### src/dct_pkg.sv
// DCT arithmetic package
package dct_pkg;

    // Row geometry
    localparam int N_POINTS  = 16;
    localparam int HALF      = N_POINTS / 2;
    localparam int SAMPLE_W  = 8;

    // Mirrored sum or difference, one bit over a sample
    localparam int SUM_W     = 9;

    // Full precision product sums, worst case 16 * 255 * 64 plus sign
    localparam int ACC_W     = 21;

    // Coefficients are scaled by 64, dropped again at the output
    localparam int FRAC_BITS = 6;
    localparam int COEF_W    = 13;

    // Table magnitudes fit in 7 bits (64 at most)
    localparam int MAG_BITS  = 7;

    // Quarter wave of the cosine, index is phase in 1/64 turns
    localparam int COS_TABLE [17] = '{
        64, 45, 44, 43, 42, 40, 38, 35, 32, 29, 25, 21, 17, 13, 9, 4, 0
    };

    // Flat weight of X0
    localparam int DC_COEF   = 32;

    // Sample n sits in element n
    typedef logic [N_POINTS-1:0][SAMPLE_W-1:0] sample_row_t;

    // Eight mirrored pairs, read as signed where needed
    typedef logic [HALF-1:0][SUM_W-1:0] pair_vec_t;

    // Eight coefficients of one parity
    typedef logic [HALF-1:0][COEF_W-1:0] half_vec_t;

    // Full output row, element k holds X[k]
    typedef logic [N_POINTS-1:0][COEF_W-1:0] coef_row_t;

    // Product value * C(k,n) by shifts and adds
    // k and n are constants at every call, so only the set bits of the
    // magnitude leave adders behind
    function automatic logic signed [ACC_W-1:0] mul_const(
        input logic signed [ACC_W-1:0] value,
        input int                      k,
        input int                      n
    );
        int                      m;
        int                      mag;
        logic                    neg;
        logic signed [ACC_W-1:0] acc;
        m   = ((2 * n + 1) * k) % 64;
        neg = 1'b0;
        // Fold the phase into the first quadrant and keep the sign
        if (k == 0) begin
            mag = DC_COEF;
        end else if (m <= 16) begin
            mag = COS_TABLE[m];
        end else if (m <= 32) begin
            mag = COS_TABLE[32 - m];
            neg = 1'b1;
        end else if (m <= 48) begin
            mag = COS_TABLE[m - 32];
            neg = 1'b1;
        end else begin
            mag = COS_TABLE[64 - m];
        end
        acc = '0;
        for (int b = 0; b < MAG_BITS; b++) begin
            if (mag[b]) begin
                acc = acc + (value <<< b);
            end
        end
        return neg ? -acc : acc;
    endfunction

endpackage

### src/dct_flow_pkg.sv
// DCT flow control package
package dct_flow_pkg;

    // Rows the source may send before any credit comes back
    localparam int IN_CREDITS = 4;

    // Result rows held at the output
    localparam int FIFO_DEPTH = 4;

    // Counters run 0..15
    localparam int CREDIT_W   = 4;

    // Buffer address width, at least one bit
    localparam int PTR_W      = (FIFO_DEPTH > 1) ? $clog2(FIFO_DEPTH) : 1;

    // Credit and occupancy counter
    typedef logic [CREDIT_W-1:0] credit_cnt_t;

    // Read and write pointers
    typedef logic [PTR_W-1:0] fifo_ptr_t;

endpackage

### src/dct_input_butterfly.sv
// DCT input butterfly
module dct_input_butterfly (
    input  logic                clk,
    input  logic                rst_n,
    input  logic                in_valid,
    input  dct_pkg::sample_row_t in_row,
    output logic                pair_valid,
    output dct_pkg::pair_vec_t  pair_sum,
    output dct_pkg::pair_vec_t  pair_diff
);

    import dct_pkg::*;

    // Zero extended mirrored operands
    logic [SUM_W-1:0] lo_ext [HALF];
    logic [SUM_W-1:0] hi_ext [HALF];

    // Pair n with its mirror 15-n
    always_comb begin
        for (int n = 0; n < HALF; n++) begin
            lo_ext[n] = {1'b0, in_row[n]};
            hi_ext[n] = {1'b0, in_row[N_POINTS-1-n]};
        end
    end

    // Valid flag one cycle behind the input
    always_ff @(posedge clk or negedge rst_n) begin
        if (!rst_n) begin
            pair_valid <= 1'b0;
        end else begin
            pair_valid <= in_valid;
        end
    end

    // Sums run 0..510 and use all nine bits unsigned
    // Differences run -255..255, two's complement
    always_ff @(posedge clk) begin
        if (in_valid) begin
            for (int n = 0; n < HALF; n++) begin
                pair_sum[n]  <= lo_ext[n] + hi_ext[n];
                pair_diff[n] <= lo_ext[n] - hi_ext[n];
            end
        end
    end

endmodule

### src/dct_even_part.sv
// DCT even coefficients
module dct_even_part (
    input  logic               clk,
    input  logic               rst_n,
    input  logic               pair_valid,
    input  dct_pkg::pair_vec_t pair_sum,
    output logic               even_valid,
    output dct_pkg::half_vec_t even_out
);

    import dct_pkg::*;

    // Sums widened to accumulator width
    logic signed [ACC_W-1:0] s_ext [HALF];

    // Stage two, fold 8 sums into 4 + 4
    logic signed [ACC_W-1:0] a2 [4];
    logic signed [ACC_W-1:0] b2 [4];

    // Stage three, fold 4 into 2 + 2
    logic signed [ACC_W-1:0] a3 [2];
    logic signed [ACC_W-1:0] b3 [2];

    // Stage four, last fold
    logic signed [ACC_W-1:0] a4;
    logic signed [ACC_W-1:0] b4;

    // Unscaled X[2i], element i
    logic signed [ACC_W-1:0] acc [HALF];

    // Sums are never negative, so zero extend
    always_comb begin
        for (int n = 0; n < HALF; n++) begin
            s_ext[n] = {{(ACC_W-SUM_W){1'b0}}, pair_sum[n]};
        end
    end

    // C(k,n) is symmetric about n = 3.5 for k = 0 mod 4
    // and antisymmetric for k = 2 mod 4
    always_comb begin
        for (int n = 0; n < 4; n++) begin
            a2[n] = s_ext[n] + s_ext[7-n];
            b2[n] = s_ext[n] - s_ext[7-n];
        end
        // Same split again, k = 0 mod 8 against k = 4 mod 8
        for (int n = 0; n < 2; n++) begin
            a3[n] = a2[n] + a2[3-n];
            b3[n] = a2[n] - a2[3-n];
        end
        // X0 against X8
        a4 = a3[0] + a3[1];
        b4 = a3[0] - a3[1];
    end

    always_comb begin
        // DC term
        acc[0] = mul_const(a4, 0, 0);
        // X8
        acc[4] = mul_const(b4, 8, 0);
        // X4 and X12 from the stage three differences
        for (int i = 0; i < 2; i++) begin
            acc[2+4*i] = '0;
            for (int n = 0; n < 2; n++) begin
                acc[2+4*i] = acc[2+4*i] + mul_const(b3[n], 4 + 8 * i, n);
            end
        end
        // X2, X6, X10, X14 from the stage two differences
        for (int i = 0; i < 4; i++) begin
            acc[1+2*i] = '0;
            for (int n = 0; n < 4; n++) begin
                acc[1+2*i] = acc[1+2*i] + mul_const(b2[n], 2 + 4 * i, n);
            end
        end
    end

    // Flag for both halves of the row
    always_ff @(posedge clk or negedge rst_n) begin
        if (!rst_n) begin
            even_valid <= 1'b0;
        end else begin
            even_valid <= pair_valid;
        end
    end

    // Drop the fraction bits, result always fits in COEF_W
    always_ff @(posedge clk) begin
        if (pair_valid) begin
            for (int i = 0; i < HALF; i++) begin
                even_out[i] <= COEF_W'(acc[i] >>> FRAC_BITS);
            end
        end
    end

endmodule

### src/dct_odd_part.sv
// DCT odd coefficients
module dct_odd_part (
    input  logic               clk,
    input  dct_pkg::pair_vec_t pair_diff,
    output dct_pkg::half_vec_t odd_out
);

    import dct_pkg::*;

    // Differences widened with their sign
    logic signed [ACC_W-1:0] d_ext [HALF];

    // One rotation pair per group, four groups per output
    logic signed [ACC_W-1:0] rot [HALF][4];

    // Unscaled X[2i+1], element i
    logic signed [ACC_W-1:0] acc [HALF];

    always_comb begin
        for (int n = 0; n < HALF; n++) begin
            d_ext[n] = ACC_W'($signed(pair_diff[n]));
        end
    end

    // Odd k is antisymmetric about n = 7.5
    // so only the differences take part
    // Each group pairs n with 7-n, as in the rotation butterflies
    always_comb begin
        for (int i = 0; i < HALF; i++) begin
            for (int n = 0; n < 4; n++) begin
                rot[i][n] = mul_const(d_ext[n], 2 * i + 1, n)
                          + mul_const(d_ext[7-n], 2 * i + 1, 7 - n);
            end
        end
    end

    // Add up the four rotations
    always_comb begin
        for (int i = 0; i < HALF; i++) begin
            acc[i] = '0;
            for (int n = 0; n < 4; n++) begin
                acc[i] = acc[i] + rot[i][n];
            end
        end
    end

    // Free running register, the even part carries the flag
    always_ff @(posedge clk) begin
        for (int i = 0; i < HALF; i++) begin
            odd_out[i] <= COEF_W'(acc[i] >>> FRAC_BITS);
        end
    end

endmodule

### src/dct_credit_fifo.sv
// DCT output buffer with credits
module dct_credit_fifo (
    input  logic               clk,
    input  logic               rst_n,
    input  logic               wr_valid,
    input  dct_pkg::half_vec_t even_out,
    input  dct_pkg::half_vec_t odd_out,
    input  logic               out_credit,
    output logic               out_valid,
    output dct_pkg::coef_row_t out_row,
    output logic               in_credit
);

    import dct_pkg::*;
    import dct_flow_pkg::*;

    // Row storage
    coef_row_t   mem [FIFO_DEPTH];

    // Incoming row in index order
    coef_row_t   wr_row;

    fifo_ptr_t   wr_ptr;
    fifo_ptr_t   rd_ptr;

    // Rows held
    credit_cnt_t occupancy;

    // Rows the sink can still take
    credit_cnt_t out_credits;

    // Wrap also for depths that are not a power of two
    function automatic fifo_ptr_t next_ptr(input fifo_ptr_t ptr);
        if (ptr == fifo_ptr_t'(FIFO_DEPTH - 1)) begin
            return '0;
        end
        return ptr + 1'b1;
    endfunction

    // Even and odd halves back into k order
    always_comb begin
        for (int i = 0; i < HALF; i++) begin
            wr_row[2*i]   = even_out[i];
            wr_row[2*i+1] = odd_out[i];
        end
    end

    // Pop whenever a row waits and the sink has room
    assign out_valid = (out_credits != '0) && (occupancy != '0);
    assign out_row   = mem[rd_ptr];

    always_ff @(posedge clk) begin
        if (wr_valid) begin
            mem[wr_ptr] <= wr_row;
        end
    end

    always_ff @(posedge clk or negedge rst_n) begin
        if (!rst_n) begin
            wr_ptr      <= '0;
            rd_ptr      <= '0;
            occupancy   <= '0;
            out_credits <= '0;
            in_credit   <= 1'b0;
        end else begin
            if (wr_valid) begin
                wr_ptr <= next_ptr(wr_ptr);
            end
            if (out_valid) begin
                rd_ptr <= next_ptr(rd_ptr);
            end
            // Push and pop in one cycle leave the count alone
            case ({wr_valid, out_valid})
                2'b10:   occupancy <= occupancy + 1'b1;
                2'b01:   occupancy <= occupancy - 1'b1;
                default: occupancy <= occupancy;
            endcase
            // Grant and spend in one cycle cancel
            case ({out_credit, out_valid})
                2'b10:   out_credits <= out_credits + 1'b1;
                2'b01:   out_credits <= out_credits - 1'b1;
                default: out_credits <= out_credits;
            endcase
            // Freed slot goes back to the source the cycle after the pop
            in_credit <= out_valid;
        end
    end

endmodule

### src/dct_row_top.sv
// 16 point row DCT
module dct_row_top (
    input  logic                 clk,
    input  logic                 rst_n,
    input  logic                 in_valid,
    input  dct_pkg::sample_row_t in_row,
    input  logic                 out_credit,
    output logic                 in_credit,
    output logic                 out_valid,
    output dct_pkg::coef_row_t   out_row
);

    import dct_pkg::*;

    // Butterfly to compute stages
    logic      pair_valid;
    pair_vec_t pair_sum;
    pair_vec_t pair_diff;

    // Compute stages to buffer
    logic      even_valid;
    half_vec_t even_out;
    half_vec_t odd_out;

    // Mirrored sums and differences, 1 cycle
    dct_input_butterfly i_butterfly (
        .clk        (clk),
        .rst_n      (rst_n),
        .in_valid   (in_valid),
        .in_row     (in_row),
        .pair_valid (pair_valid),
        .pair_sum   (pair_sum),
        .pair_diff  (pair_diff)
    );

    // Even k, 1 cycle, owns the row flag
    dct_even_part i_even (
        .clk        (clk),
        .rst_n      (rst_n),
        .pair_valid (pair_valid),
        .pair_sum   (pair_sum),
        .even_valid (even_valid),
        .even_out   (even_out)
    );

    // Odd k, 1 cycle, in step with the even part
    dct_odd_part i_odd (
        .clk       (clk),
        .pair_diff (pair_diff),
        .odd_out   (odd_out)
    );

    // Buffer and both credit loops
    dct_credit_fifo i_fifo (
        .clk        (clk),
        .rst_n      (rst_n),
        .wr_valid   (even_valid),
        .even_out   (even_out),
        .odd_out    (odd_out),
        .out_credit (out_credit),
        .out_valid  (out_valid),
        .out_row    (out_row),
        .in_credit  (in_credit)
    );

endmodule

### config.mk
export PLATFORM = sky130hd
export DESIGN_NAME = dct_row_top
export DESIGN_NICKNAME = d
export VERILOG_FILES = /design/src/dct_pkg.sv /design/src/dct_flow_pkg.sv /design/src/dct_input_butterfly.sv /design/src/dct_even_part.sv /design/src/dct_odd_part.sv /design/src/dct_credit_fifo.sv /design/src/dct_row_top.sv
export SDC_FILE = /design/constraint.sdc
export NUM_CORES = 2
export LEC_CHECK = 0
export ABC_AREA = 1
export BUFFER_PORTS_ARGS = -buffer_cell sky130_fd_sc_hd__buf_2
export CAP_MARGIN = 10
export CORE_UTILIZATION = 55
export DETAILED_ROUTE_END_ITERATION = 7
export GPL_TIMING_DRIVEN = 1
export PLACE_DENSITY = 0.82
export SYNTH_ARGS = -nofsm -noshare
export SYNTH_HDL_FRONTEND = slang
export SYNTH_SLANG_ARGS = --single-unit
### constraint.sdc
create_clock -name clk -period 13.6 [get_ports clk]
set_clock_uncertainty 0.1 [all_clocks]
set_input_delay 0 -clock clk [delete_from_list [all_inputs] [get_ports clk]]
set_output_delay 0 -clock clk [all_outputs]
set_load 0.05 [all_outputs]
==> results.py <==
metrics = {
    "yosys": {
        "yosys_warnings": 0,
        "synth_edf_count": 1062,
        "async_flop_share": 0.0127,
        "synth.area.top_cells": "edfxtp_1 (27%), fa_1 (21%), ha_1 (13%)",
        "syn_area_per_cell_um2": 9.17,
        "syn_inst": 13000,
        "ys_ff_latch": 1181,
        "ys_types": 62,
        "synth_area_mm2": 0.119,
        "synthTopCellsByCount": "inv_1 (2673), nand2_1 (1950), fa_1 (1261)",
        "yosysTopAreaCell": "edfxtp_1",
        "synth_most_common_cell": "inv_1",
        "synthFlopType": "edfxtp_1",
        "synth_top_area_frac": 0.268,
        "ys_seq_area_frac": 0.289,
    },
    "worst_setup_path": {
        "crit_path_end_kind": "flip-flop",
        "crit_type": "flip-flop to flip-flop",
        "arrival_ns": 10.05,
        "max_stage_delay_ns": 0.85,
        "crit_path_max_fanout": 11,
        "critPathRequiredTime_ns": 14.17,
        "start_kind": "flip-flop",
        "path_common_cell": "inv_1",
        "critical_path.slowest_cell": "edfxtp_1",
    },
    "global_routing": {
        "track_usage": 0.402,
        "grt.overflow.total": 0,
        "grt_max_degree": 258,
        "grt_first_pass_wirelength_mm": 630,
        "antenna_found_initial": 44,
        "grt_pass1_vias": 95300,
    },
    "route": {
        "viasPerCell": 5.92,
        "drt_pass1_iterations": 8,
        "wl_met2_mm": 184,
        "top_layer": "met5",
        "wl_met3_mm": 57.0,
        "antenna_left": 0,
        "drc": 16,
        "drt_iter0_drc": 11800,
        "drt-met1-wl_mm": 170,
        "routed_wl_mm": 443,
        "wl_per_cell_um": 26.6,
        "routed-via-count": 98600,
    },
    "outcome": {
        "violations": "design-rule violations",
        "outcome": "complete, but fails checks",
    },
    "die": {
        "rows": 170,
        "start_util": 0.554,
        "die_h_um": 467,
        "design.portCount": 342,
        "floorplan.die_area_mm2": 0.218,
        "core_area_mm2": 0.215,
        "die_x_um": 467,
    },
    "sta": {
        "fmax_mhz": 105,
        "timing.final.max_slew_violations": 0,
        "totalNegativeSetupSlack_ns": 0,
        "final_hold_viol_count": 0,
        "setup_viol": 0,
        "fin_crit_sh": 0.697,
        "tightestPinTransition_ns": 1.28,
        "layout_min_cycle_time_ns": 9.49,
        "relSlewSlack": 0.143,
        "grt_setup_unrepaired": "no",
    },
    "clocking": {
        "clock_path_buffers": 3,
        "cts.htree.levels": 3,
        "ctsRootBufferMaster": "clkbuf_16",
        "clock_latency_ns": 0.80,
        "cts.sinks": 1181,
        "clk_pin_slew_worst_paths_ns": 0.06,
        "cts_made_buffers": 117,
        "cts_tree": "yes",
        "cts-resized-gates": 0,
    },
    "layout": {
        "nFillCells": 17700,
        "drive_gt1_frac": 0.0575,
        "fin_nets": 16300,
        "area_delta_synth_final_pct": 10.5,
    },
    "placement": {
        "gp_congestion": 1.13,
        "dp.final_hpwl_mm": 347,
        "io_buffers": 339,
    },
    "min_path": {
        "hold_path_class": "input port to flip-flop",
    },
    "run": {
        "cap_viol_max_count": 0,
    },
}
[repair_timing]
action / CTS / global route
hold buffers: 310 / 0
endpoints found under the hold margin: 217 / 0
buffers inserted: 0 / 0
[kinds of logic (layout without fill, tap and decap cells)]
kind of cell,Yosys count,after routing,synth area share
flip-flops,1181,1181,0.289
adder cells (fa/ha/maj),2489,2489,0.341
AND/OR/NAND/NOR,3658,3658,0.127
buffers and inverters,2895,3691,0.0932
other,1,21,0.0000315
XOR/XNOR,718,718,0.0530
AO/OA/AOI/OAI,2043,2043,0.0971
[layout by cell type (no fill, tap or decap), drive strengths merged, types with 14 or more instances in the layout]
cell / n
inv: 2693
nand2: 1953
fa: 1261
ha: 1228
edfxtp: 1062
nor2: 860
a21oi: 816
o21ai: 688
xor2: 560
nand3: 508
buf: 474
dlygate4sd3: 310
o22ai: 206
xnor2: 158
nor3: 153
clkbuf: 149
dfxtp: 104
nand4: 86
o21bai: 76
a21o: 65
or2: 58
a31oi: 49
clkinv: 49
o211ai: 35
o311ai: 35
o21a: 22
diode: 19
nand3b: 16
dfrtp: 15
o31ai: 14
[registers in the layout, summed over array words and instances (netlist names), 2 cells and up]
signal	flops
i_butterfly.pair_diff	64
i_butterfly.pair_sum	72
i_even.even_out	102
i_fifo.mem	824
i_fifo.occupancy	4
i_fifo.out_credits	4
i_fifo.rd_ptr	2
i_fifo.wr_ptr	2
i_odd.odd_out	104
[path summary, 6_finish.rpt]
path / startpoint / endpoint / slack (ns) / cells past startpoint
worst max-delay path: i_butterfly.pair_diff[20] / i_odd.odd_out[75] / 4.11 / 33
worst min-delay path: in_row[0] / i_butterfly.pair_sum[2] / 0.10 / 5
worst max register to register: i_butterfly.pair_diff[20] / i_odd.odd_out[75] / 4.11 / 33
worst min register to register: i_odd.odd_out[33] / i_fifo.mem[0][72] / 0.34 / 0
max in group asynchronous: rst_n / i_fifo.rd_ptr[0] / 12.21 / 3
min in group asynchronous: rst_n / i_fifo.occupancy[0] / 0.36 / 3
[layout make-up]
type | count | area (µm²) | share of cell area
multi-input cells | 8910 | 73600 | 0.560
flip-flops and latches | 1181 | 34400 | 0.261
inverters | 2689 | 10100 | 0.0771
repair buffers | 784 | 5820 | 0.0442
well taps | 2838 | 3550 | 0.0270
clock buffers | 149 | 3130 | 0.0238
clock inverters | 69 | 866 | 0.00658
diodes | 19 | 47.5 | 0.000362
[worst max-delay path: cells and delay by family (launching register included)]
kind                       cells  cell delay (ns)
AOI/OAI and AO/OA              4             1.24
xor gates and xnor gates       4             1.11
adders and majority gates      9             4.19
buffers and inverters          6             0.93
DFF                            1             0.85
and+or+nand+nor               10             0.94
[through the flow]
step | cells | hold WS [ns] | instance area [µm²] | util | setup WS [ns]
floorplan | 13000 | -0.396 | 119000 | - | 4.94
global placement | 16100 | -0.126 | 124000 | 0.579 | 4.31
detailed placement | 16100 | -0.124 | 124000 | 0.579 | 4.36
CTS | 16600 | 0.00707 | 131000 | 0.612 | 4.33
global route | 16600 | 0.0932 | 131000 | 0.612 | 3.75
finish | 16600 | 0.103 | 132000 | 0.612 | 4.11
[routing by layer]
layer / up-vias / GRT usage
li1: 43300 / -
met2: 6182 / 0.585
met1: 47700 / 0.529
met5: - / 0.00132
met3: 1323 / 0.121
met4: 30 / 0.236
Power is left out: the tool's default activity adds up to more than one toggle a clock period on the data nets, which glitch-free logic cannot reach.
